--- src/lsu_pkg.sv ---
package lsu_pkg;

    // data and byte address word.
    typedef logic [31:0] word_t;

    // operation kind on the issue port.
    typedef enum logic [1:0] {
        NONE  = 2'd0,
        LOAD  = 2'd1,
        STORE = 2'd2
    } mem_type_t;

    // words in the data memory.
    localparam int DMEM_WORDS = 256;

    // access cycles with pready low before the memory answers.
    localparam int SRAM_WAIT = 1;

    // word index width into the memory array.
    localparam int DMEM_IDX_W = $clog2(DMEM_WORDS);

    // wait counter width to reach SRAM_WAIT.
    localparam int WAIT_CNT_W = $clog2(SRAM_WAIT + 2);

endpackage

--- src/dmem_if.sv ---
`timescale 1ns/1ps

interface dmem_if import lsu_pkg::*; ();

    // request side, from the load/store unit.
    word_t dmem_addr;
    word_t dmem_store;
    logic  dmem_ren;
    logic  dmem_wen;

    // response side, from the bridge.
    word_t dmem_load;
    logic  dhit;
    logic  derr;

    modport lsu (
        output dmem_addr, dmem_store, dmem_ren, dmem_wen,
        input  dmem_load, dhit, derr
    );

    modport bridge (
        input  dmem_addr, dmem_store, dmem_ren, dmem_wen,
        output dmem_load, dhit, derr
    );

endinterface

--- src/apb_if.sv ---
`timescale 1ns/1ps

interface apb_if import lsu_pkg::*; ();

    logic  psel;
    logic  penable;
    logic  pwrite;
    word_t paddr;
    word_t pwdata;
    word_t prdata;
    logic  pready;
    logic  pslverr;

    modport master (
        output psel, penable, pwrite, paddr, pwdata,
        input  prdata, pready, pslverr
    );

    modport slave (
        input  psel, penable, pwrite, paddr, pwdata,
        output prdata, pready, pslverr
    );

endinterface

--- src/dmem_apb_master.sv ---
`timescale 1ns/1ps

module dmem_apb_master import lsu_pkg::*; (
    input  logic   CLK,
    input  logic   nRST,
    dmem_if.bridge dm,
    apb_if.master  apb
);

    typedef enum logic [1:0] {
        idle,
        setup,
        access
    } state_t;

    state_t state;
    state_t next_state;

    word_t addr_q;
    word_t wdata_q;
    logic  write_q;
    logic  req;

    assign req = dm.dmem_ren | dm.dmem_wen;

    always_ff @(posedge CLK, negedge nRST) begin
        if (!nRST) begin
            state   <= idle;
            write_q <= 1'b0;
        end else begin
            state <= next_state;
            if (state == idle && req) begin
                write_q <= dm.dmem_wen;
            end
        end
    end

    // transfer payload held from setup to the end of access.
    always_ff @(posedge CLK) begin
        if (state == idle && req) begin
            addr_q  <= dm.dmem_addr;
            wdata_q <= dm.dmem_store;
        end
    end

    always_comb begin
        next_state = state;
        case (state)
            idle: begin
                if (req) begin
                    next_state = setup;
                end
            end
            setup: next_state = access;
            access: begin
                if (apb.pready) begin
                    next_state = idle;
                end
            end
            default: next_state = idle;
        endcase
    end

    assign apb.psel    = (state != idle);
    assign apb.penable = (state == access);
    assign apb.pwrite  = write_q;
    assign apb.paddr   = addr_q;
    assign apb.pwdata  = wdata_q;

    // completion is the access cycle with pready high.
    assign dm.dhit      = (state == access) && apb.pready;
    assign dm.dmem_load = apb.prdata;
    assign dm.derr      = dm.dhit && apb.pslverr;

endmodule

--- src/flat_wrapper.sv ---
// flat-port wrapper written by rule: the top's interface ports become plain ports
module dmem_apb_master_flat import lsu_pkg::*;
  (CLK, nRST, dm_dmem_addr, dm_dmem_store, dm_dmem_ren, dm_dmem_wen, dm_dmem_load, dm_dhit, dm_derr, apb_psel, apb_penable, apb_pwrite, apb_paddr, apb_pwdata, apb_prdata, apb_pready, apb_pslverr);
  dmem_if dm_i ();
  apb_if apb_i ();
  input  logic CLK;
  input  logic nRST;
  input wire logic [$bits(dm_i.dmem_addr)-1:0] dm_dmem_addr;
  input wire logic [$bits(dm_i.dmem_store)-1:0] dm_dmem_store;
  input wire logic [$bits(dm_i.dmem_ren)-1:0] dm_dmem_ren;
  input wire logic [$bits(dm_i.dmem_wen)-1:0] dm_dmem_wen;
  output wire logic [$bits(dm_i.dmem_load)-1:0] dm_dmem_load;
  output wire logic [$bits(dm_i.dhit)-1:0] dm_dhit;
  output wire logic [$bits(dm_i.derr)-1:0] dm_derr;
  output wire logic [$bits(apb_i.psel)-1:0] apb_psel;
  output wire logic [$bits(apb_i.penable)-1:0] apb_penable;
  output wire logic [$bits(apb_i.pwrite)-1:0] apb_pwrite;
  output wire logic [$bits(apb_i.paddr)-1:0] apb_paddr;
  output wire logic [$bits(apb_i.pwdata)-1:0] apb_pwdata;
  input wire logic [$bits(apb_i.prdata)-1:0] apb_prdata;
  input wire logic [$bits(apb_i.pready)-1:0] apb_pready;
  input wire logic [$bits(apb_i.pslverr)-1:0] apb_pslverr;
  assign dm_i.dmem_addr = dm_dmem_addr;
  assign dm_i.dmem_store = dm_dmem_store;
  assign dm_i.dmem_ren = dm_dmem_ren;
  assign dm_i.dmem_wen = dm_dmem_wen;
  assign dm_dmem_load = dm_i.dmem_load;
  assign dm_dhit = dm_i.dhit;
  assign dm_derr = dm_i.derr;
  assign apb_psel = apb_i.psel;
  assign apb_penable = apb_i.penable;
  assign apb_pwrite = apb_i.pwrite;
  assign apb_paddr = apb_i.paddr;
  assign apb_pwdata = apb_i.pwdata;
  assign apb_i.prdata = apb_prdata;
  assign apb_i.pready = apb_pready;
  assign apb_i.pslverr = apb_pslverr;
  dmem_apb_master u_core (.CLK(CLK), .nRST(nRST), .dm(dm_i), .apb(apb_i));
endmodule
--- config.mk ---
export PLATFORM = sky130hd
export DESIGN_NAME = dmem_apb_master_flat
export DESIGN_NICKNAME = d
export VERILOG_FILES = /design/src/lsu_pkg.sv /design/src/dmem_if.sv /design/src/apb_if.sv /design/src/dmem_apb_master.sv /design/src/flat_wrapper.sv
export SDC_FILE = /design/constraint.sdc
export NUM_CORES = 1
export LEC_CHECK = 0
export BUFFER_PORTS_ARGS = -buffer_cell sky130_fd_sc_hd__buf_2
export CAP_MARGIN = 20
export CORE_ASPECT_RATIO = 0.75
export CORE_MARGIN = 3
export CORE_UTILIZATION = 40
export CTS_CLUSTER_DIAMETER = 50
export CTS_CLUSTER_SIZE = 20
export DETAILED_ROUTE_END_ITERATION = 7
export PLACE_DENSITY_LB_ADDON = 0.25
export SYNTH_ARGS = -nofsm -noshare
export SYNTH_HDL_FRONTEND = slang
export SYNTH_SLANG_ARGS = --single-unit
--- constraint.sdc ---
create_clock -name CLK -period 7.6 [get_ports CLK]
set_input_delay 1.52 -clock CLK [delete_from_list [all_inputs] [get_ports CLK]]
set_output_delay 1.52 -clock CLK [all_outputs]
set_load 0.005 [all_outputs]
==> metrics.cfg <==
[global_routing]
first_global_vias = 1412
antenna_found_initial = 0
grt.overflow.total = 0
grt_pass1_wl_um = 6550
grt_use_total = 0.136
grt_max_degree = 50

[floorplanning]
die-height_um = 72.0
die_x_um = 94.0
dieArea_sq_um = 6770
core-area_sq_um = 5470
rows = 23
ioPinCount = 203
initial_core_util = 0.425

[placed_design]
place_inst = 294
gp_congestion = 0.693
place_ws_ns = 4.21
dpl.hpwl_um = 3390
numPortBuffers = 138

[sta]
rsz0062_at_grt = no
drv_slew = 0
fin_worst_skew_ns = 0.00598
tightest_slew_ns = 0.585
fmax_mhz = 295
min_period_ns = 3.39
fin_setup_tns_ns = 0
layout_setup_ws_ns = 4.21
finalCritPeriodShare = 0.446
hold_viol = 0
relSlewSlack = 0.610
setup-violations-final = 0
holdWs_ns = 0.518

[cts]
cts_buffers = 9
htreeDepth = 3
cts_tree = built
ctsHoldBuffers = 0
cts_resized = 0
post_cts_buffers = 0
clk_path_buf_depth = 2
clkSlewWorstSetupHoldPaths_ns = 0.07
numClockSinks = 67
worst_skew_pair.late_latency_ns = 0.33
cts_root_buf = clkbuf_8

[synthesis]
ys_top_cells_by_area = edfxtp_1 (83%), buf_4 (10%), dfrtp_1 (3.2%)
synth_cell_types = 13
ys_seq_area_frac = 0.860
synth.avg_cell_area_sq_um = 20.7
syn_inst = 112
synth_nets = 214
synth_top_area_frac = 0.828
synth.largest_area_cell = edfxtp_1
ys_warn_count = 0
netlist_area_sq_um = 2320
ys_seq_elements = 67

[pwr]
ir_drop_mv = 0.178
p_leak_nw = 1.35
power_density_nw_per_um2 = 358

[setup_path]
cp.arrival_ns = 1.87
worst-setup-path-type = input pin to primary output
cp_data_required_time_ns = 6.08
startpoint_type = input pin
timing.critical_path.from = apb_pslverr
crit_path_end_kind = primary output
reg2reg_from = u_core.state[0]
critical_path.max_fanout = 1

[layout]
fill_cells = 460
areaGrowthSynthToFinish_pct = 33.0
multiInputGateArea_sq_um = 85.1
fin_nets = 332
insertedDiodeCount = 0
drive_above_1_share = 0.671
layout.cells.non_filler = 309
seqCellArea_sq_um = 2000

[min_path]
worstHoldStart = u_core.apb.pwrite
hold_class = flop to flop

[detailed_routing]
vias = 1344
wl_met3_um = 840
met2WireLength_um = 2060
wl_per_cell_um = 14.5
drt_wl_total_um = 4480
drtIter0Drc = 55
drc = 0
final_antenna_net_count = 0
dr.pass1.iters = 4
wirelength_met1_um = 1520
routed.top_layer = met4
vias_per_cell = 4.35

[status]
status = complete, no violations

[job]
cap_violations = 0

==> synth_stat cells <==
cell type and number:
and2_1 1, and3_1 1, buf_4 32, dfrtp_1 3, edfxtp_1 64, inv_1 2, mux2i_1 1, nand2b_1 1
nor2_1 3, nor2b_2 1, nor3b_1 1, o22ai_2 1, or2_4 1
==> through the flow <==
step | cell area, sq um | power [mW] | util
floorplan | 2320 | 0.696 | -
global placement | 2880 | 0.814 | 0.527
detailed placement | 2880 | 0.818 | 0.527
CTS | 3090 | 1.13 | 0.565
global route | 3090 | 1.17 | 0.565
finish | 3090 | 1.11 | 0.565
==> per-layer routing <==
layer	up-vias	track usage
met3	7	0.120
met4	0	0.0609
met1	590	0.128
met2	136	0.208
li1	611	-
met5	-	0
==> where the power goes <==
| group | total [mW] | internal [mW] | switching, mW |
|---|---|---|---|
| registers | 0.577 | 0.548 | 0.0287 |
| clock network | 0.305 | 0.182 | 0.122 |
| logic | 0.225 | 0.0964 | 0.129 |
==> worst max-delay path, stage by stage <==
cell	delay, ns
buf_2	0.09
and3_1	0.14
buf_2	0.12
==> kinds of logic (layout without fill, tap and decap cells) <==
kind of cell | after synthesis | after routing | synth area share
simple gates | 9 | 9 | 0.0237
buf+inv | 34 | 156 | 0.107
flops | 67 | 67 | 0.860
compound gates | 1 | 1 | 0.00539
mux | 1 | 1 | 0.00431
==> path summary, 6_finish.rpt <==
path | slack, ns | end | cells past startpoint
max in group asynchronous | 6.52 | u_core.state[0] | 1
worst max register to register | 5.52 | u_core.apb.pwdata[30] | 3
worst min register to register | 0.52 | u_core.apb.pwrite | 2
min in group asynchronous | 0.97 | u_core.apb.pwrite | 1
worst max-delay path | 4.21 | dm_derr | 3
worst min-delay path | 0.52 | u_core.apb.pwrite | 2
==> flip-flops by register name, indices dropped and copies added, names as in the netlist <==
register,flops
u_core.apb.pwdata,32
u_core.apb.paddr,32
u_core.state,2
u_core.apb.pwrite,1
==> area by class of cell <==
class | count | share of cell area
clock buffer | 10 | 0.0413
clock inverter | 5 | 0.0255
inverter | 2 | 0.00243
multi-input combinational | 11 | 0.0276
sequential | 67 | 0.647
tap | 75 | 0.0304
timing repair buffer | 139 | 0.226
==> cell usage in the layout (no fill, tap or decap), types with 2 or more instances in the layout <==
master and n:
buf_2 138, bufinv_16 2, clkbuf_8 9, clkinv_2 2
dfrtp_1 3, edfxtp_1 64, inv_1 2, nor2_1 2
(Power assumes the default switching activity.)
