$ cat src/lsu_pkg.sv
package lsu_pkg;

    // data and byte address word.
    typedef logic [31:0] word_t;

    // operation kind on the issue port.
    typedef enum logic [1:0] {
        NONE  = 2'd0,
        LOAD  = 2'd1,
        STORE = 2'd2
    } mem_type_t;

    // words in the data memory.
    localparam int DMEM_WORDS = 256;

    // access cycles with pready low before the memory answers.
    localparam int SRAM_WAIT = 1;

    // word index width into the memory array.
    localparam int DMEM_IDX_W = $clog2(DMEM_WORDS);

    // wait counter width to reach SRAM_WAIT.
    localparam int WAIT_CNT_W = $clog2(SRAM_WAIT + 2);

endpackage

$ cat src/dmem_if.sv
`timescale 1ns/1ps

interface dmem_if import lsu_pkg::*; ();

    // request side, from the load/store unit.
    word_t dmem_addr;
    word_t dmem_store;
    logic  dmem_ren;
    logic  dmem_wen;

    // response side, from the bridge.
    word_t dmem_load;
    logic  dhit;
    logic  derr;

    modport lsu (
        output dmem_addr, dmem_store, dmem_ren, dmem_wen,
        input  dmem_load, dhit, derr
    );

    modport bridge (
        input  dmem_addr, dmem_store, dmem_ren, dmem_wen,
        output dmem_load, dhit, derr
    );

endinterface

$ cat src/scalar_ls_unit.sv
`timescale 1ns/1ps

module scalar_ls_unit import lsu_pkg::*; (
    input  logic      CLK,
    input  logic      nRST,
    dmem_if.lsu       dls,
    input  mem_type_t mem_type,
    input  word_t     rs1,
    input  word_t     rs2,
    input  word_t     imm,
    output logic      done,
    output word_t     load_data
);

    typedef enum logic {
        idle,
        latched
    } state_t;

    state_t state;
    state_t next_state;

    word_t addr;
    word_t addr_q;
    word_t store_q;
    logic  is_load;
    logic  is_store;
    logic  ren_q;
    logic  wen_q;

    // byte address wraps at 2^32.
    assign addr     = rs1 + imm;
    assign is_load  = (mem_type == LOAD);
    assign is_store = (mem_type == STORE);

    always_ff @(posedge CLK, negedge nRST) begin
        if (!nRST) begin
            state <= idle;
            ren_q <= 1'b0;
            wen_q <= 1'b0;
        end else begin
            state <= next_state;
            if (state == idle) begin
                ren_q <= is_load;
                wen_q <= is_store;
            end
        end
    end

    // request payload captured while idle.
    always_ff @(posedge CLK) begin
        if (state == idle) begin
            addr_q  <= addr;
            store_q <= rs2;
        end
    end

    always_comb begin
        next_state     = state;
        dls.dmem_addr  = '0;
        dls.dmem_store = '0;
        dls.dmem_ren   = 1'b0;
        dls.dmem_wen   = 1'b0;
        done           = 1'b0;
        load_data      = '0;
        case (state)
            idle: begin
                // request goes out in the same cycle as the issue.
                if (is_load || is_store) begin
                    dls.dmem_addr = addr;
                    dls.dmem_ren  = is_load;
                    dls.dmem_wen  = is_store;
                    if (is_store) begin
                        dls.dmem_store = rs2;
                    end
                    next_state = latched;
                end
            end
            latched: begin
                dls.dmem_addr  = addr_q;
                dls.dmem_store = store_q;
                dls.dmem_ren   = ren_q;
                dls.dmem_wen   = wen_q;
                // hold the request until dhit.
                if (dls.dhit) begin
                    dls.dmem_ren = 1'b0;
                    dls.dmem_wen = 1'b0;
                    done         = 1'b1;
                    if (ren_q) begin
                        load_data = dls.dmem_load;
                    end
                    next_state = idle;
                end
            end
            default: next_state = idle;
        endcase
    end

endmodule

$ cat src/flat_wrapper.sv
// flat-port wrapper written by rule: the top's interface ports become plain ports
module scalar_ls_unit_flat import lsu_pkg::*;
  (CLK, nRST, mem_type, rs1, rs2, imm, done, load_data, dls_dmem_addr, dls_dmem_store, dls_dmem_ren, dls_dmem_wen, dls_dmem_load, dls_dhit, dls_derr);
  dmem_if dls_i ();
  input  logic CLK;
  input  logic nRST;
  input  mem_type_t mem_type;
  input  word_t rs1;
  input  word_t rs2;
  input  word_t imm;
  output logic done;
  output word_t load_data;
  output wire logic [$bits(dls_i.dmem_addr)-1:0] dls_dmem_addr;
  output wire logic [$bits(dls_i.dmem_store)-1:0] dls_dmem_store;
  output wire logic [$bits(dls_i.dmem_ren)-1:0] dls_dmem_ren;
  output wire logic [$bits(dls_i.dmem_wen)-1:0] dls_dmem_wen;
  input wire logic [$bits(dls_i.dmem_load)-1:0] dls_dmem_load;
  input wire logic [$bits(dls_i.dhit)-1:0] dls_dhit;
  input wire logic [$bits(dls_i.derr)-1:0] dls_derr;
  assign dls_dmem_addr = dls_i.dmem_addr;
  assign dls_dmem_store = dls_i.dmem_store;
  assign dls_dmem_ren = dls_i.dmem_ren;
  assign dls_dmem_wen = dls_i.dmem_wen;
  assign dls_i.dmem_load = dls_dmem_load;
  assign dls_i.dhit = dls_dhit;
  assign dls_i.derr = dls_derr;
  scalar_ls_unit u_core (.CLK(CLK), .nRST(nRST), .dls(dls_i), .mem_type(mem_type), .rs1(rs1), .rs2(rs2), .imm(imm), .done(done), .load_data(load_data));
endmodule
$ cat config.mk
export PLATFORM = sky130hd
export DESIGN_NAME = scalar_ls_unit_flat
export DESIGN_NICKNAME = d
export VERILOG_FILES = /design/src/lsu_pkg.sv /design/src/dmem_if.sv /design/src/scalar_ls_unit.sv /design/src/flat_wrapper.sv
export SDC_FILE = /design/constraint.sdc
export NUM_CORES = 1
export LEC_CHECK = 0
export ABC_AREA = 1
export BUFFER_PORTS_ARGS = -buffer_cell sky130_fd_sc_hd__buf_2
export CORE_MARGIN = 8
export CORE_UTILIZATION = 49
export CTS_CLUSTER_DIAMETER = 80
export DETAILED_ROUTE_END_ITERATION = 10
export PLACE_DENSITY = 0.84
export SYNTH_ARGS = -nofsm -noshare
export SYNTH_HDL_FRONTEND = slang
export SYNTH_SLANG_ARGS = --single-unit
$ cat constraint.sdc
create_clock -name CLK -period 5.4 [get_ports CLK]
set_clock_uncertainty 0.05 [all_clocks]
set_input_delay 0.54 -clock CLK [delete_from_list [all_inputs] [get_ports CLK]]
set_output_delay 0.54 -clock CLK [all_outputs]
set_load 0.05 [all_outputs]
==> run_results.csv <==
group,metric,value,unit
outcome,status,"complete, no violations",
drt,avgRoutedWirePerCell,13.5,µm
global_route,grt_overflow,0,
layout,fin_nets,1248,
synthesis,ys_ff_latch,67,
die,die-area,15300,µm²
cts,cts.root.buffer_cell,"clkbuf_16",
timing,max_slew_margin,0.182,
die,rows,39,
timing,hold_violations,0,
synthesis,ys_seq_area_frac,0.352,
worst_setup_path,slowest_stage,"dfrtp_2",
cts,ctsHoldBuffers,1,
drt,viasPerCell,4.81,
cts,cts_resized,0,
cts,cts_made_buffers,9,
pwr,ir_worst_vdd,0.197,mV
cts,cts_buffer_depth,2,
synthesis,syn_area,5680,µm²
place,port_buffers,231,
cts,cts_tree,"built",
min_path,min_path_type,"in2reg",
timing,final_max_slew_viol_count,0,
drt,drc,0,
global_route,grt_pass1_wl,26.0,mm
drt,routed_wl,16.5,mm
drt,dr.pass1.iters,5,
worst_setup_path,crit_path_cell_trace,"nand2_1 > o22ai_1 > buf_2",
worst_setup_path,crit_family,"flip-flops",
global_route,first_global_vias,5452,
cts,clk_latency,0.33,ns
synthesis,synth_cells,857,
timing,setup_viol,0,
cts,cts_sinks,67,
layout,drive_gt1_frac,0.256,
worst_setup_path,slowest_delay,0.85,ns
pwr,finalPower,2.62,mW
worst_setup_path,worstSetupPathType,"reg2out",
synthesis,ys_types,28,
die,io_pins,233,
timing,fin_hold_ws,0.352,ns
synthesis,syn_area_per_cell,6.63,µm²
layout,area_delta_synth_final,28.4,%
global_route,antenna_found_initial,0,
die,die_h,124,µm
die,die_w,124,µm
worst_setup_path,worst_setup_path_end_kind,"output pin",
global_route,grt_start_max_net_pins,60,
timing,clock.fmax,0.310,GHz
drt,drt_iter0_drc,445,
timing,rsz0062_at_grt,"false",
worst_setup_path,crit_fanout,46,
synthesis,synth-edff-count,64,
timing,post-route-period-util,0.598,
synthesis,ys.warnings.count,0,
worst_setup_path,worstPathRequired,4.81,ns
timing,tightest_slew,1.23,ns
die,initial_core_util,0.499,
layout,n_fill_cell,1061,
pwr,pwr_density_cell,359,nW/µm²
job,maxCapViolCount,0,
pwr,p_leak,4.25,nW
worst_setup_path,start_kind,"flop",
drt,vias,5912,
die,fp.coreArea,11400,µm²
place,dp_hpwl,13.5,mm
layout,n_antenna_cell,0,
synthesis,synth_fp_nets,1025,
global_route,grt_usage,0.211,
cts,htreeDepth,3,
timing,min_period,3.23,ns
layout,utilization,0.641,
worst_setup_path,cp.arrival,2.64,ns
worst_setup_path,cp.buffers_inverters,1,
timing,setup_tns,0,ns
cts,clk_pin_slew,0.06,ns
cts,cts_setup_buffers,0,
synthesis,yosys_most_used_dff,"edfxtp_1",
place,place_congestion,0.959,
synthesis,async_reset_ff_frac,0.0448,
drt,ant_nets,0,
==> cell families after synthesis <==
family	synth area share
DFF	0.352
and+or+nand+nor	0.406
adders and majority gates	0.0762
xor gates and xnor gates	0.0313
AOI/OAI and AO/OA	0.0348
buffers and inverters	0.100
==> worst paths after layout <==
check | cells past startpoint | slack [ns] | start | to
worst min register to register | 2 | 0.44 | u_core.wen_q | u_core.wen_q
min in group asynchronous | 2 | 0.52 | nRST | u_core.ren_q
worst max register to register | 5 | 3.28 | u_core.state | u_core.wen_q
worst min-delay path | 1 | 0.35 | rs2[10] | u_core.store_q[10]
max in group asynchronous | 2 | 4.66 | nRST | u_core.state
worst max-delay path | 3 | 2.17 | u_core.state | dls_dmem_ren
==> sequential cells by signal, indices dropped and copies added (netlist names) <==
signal and flops:
u_core.state 1, u_core.store_q 32, u_core.addr_q 32, u_core.ren_q 1, u_core.wen_q 1
==> cell usage in the layout, fill, tap and decap left out, drive strengths merged <==
master	n
nand2	390
buf	235
inv	125
nor2	72
nand3	66
edfxtp	64
ha	33
a21oi	20
and2	16
o21ai	10
clkbuf	10
xnor2	8
xor2	8
nand3b	6
nor3	4
a22o	3
clkinv	3
dfrtp	3
clkinvlp	2
bufinv	2
a21o	1
o21bai	1
o22ai	1
fa	1
dlygate4sd3	1
==> cell type report <==
class / count / area, µm² / share of cell area
clock buffer: 10 / 239 / 0.0328
clock inverter: 6 / 88.8 / 0.0122
inverter: 126 / 474 / 0.0650
multi-input combinational: 640 / 3120 / 0.427
sequential: 67 / 2000 / 0.274
tap: 143 / 179 / 0.0245
timing repair buffer: 236 / 1200 / 0.164
==> power by group <==
| group | switching (mW) | total [mW] | internal (mW) |
|---|---|---|---|
| sequential | 0.0448 | 0.751 | 0.706 |
| clock | 0.220 | 0.636 | 0.416 |
| combinational | 0.929 | 1.23 | 0.302 |
| total | 1.19 | 2.62 | 1.42 |
==> worst register-to-register path: cells and delay by family, from the launching register on <==
kind | cells | cell delay, ns
flip-flops | 1 | 0.85
buffers and inverters | 3 | 0.85
AND/OR/NAND/NOR | 2 | 0.26
==> synth_stat cells (8+ instances only) <==
| cell | number | share of area |
|---|---|---|
| o21ai_0 | 10 | 0.0088 |
| ha_1 | 33 | 0.073 |
| clkbuf_1 | 17 | 0.011 |
| edfxtp_1 | 64 | 0.34 |
| inv_1 | 125 | 0.083 |
| nand2_2 | 11 | 0.012 |
| nand3_1 | 62 | 0.055 |
| xnor2_1 | 8 | 0.012 |
| nand2_1 | 379 | 0.25 |
| nor2_1 | 72 | 0.048 |
| and2_1 | 16 | 0.018 |
| a21oi_1 | 20 | 0.018 |
==> per-layer routing <==
layer  share of wire  wire (µm)  GRT usage  vias to the layer above
li1                -          -          -                     3097
met1            0.43       7150      0.269                     2585
met2            0.47       7840      0.365                      205
met3           0.075       1240     0.0272                       25
met4           0.017        286     0.0647                        0
met5               0          0          0                        -
==> through the flow <==
step           worst slack [ns]  instances  instance area (µm²)
2_1_floorplan              1.64        857                 5680
3_3_place_gp               2.37       1211                 6950
3_5_place_dp               2.31       1211                 6950
4_1_cts                    2.12       1228                 7290
5_1_grt                    1.92       1228                 7290
6_report                   2.17       1228                 7290
No activity file was read; power rests on OpenSTA's default activity.
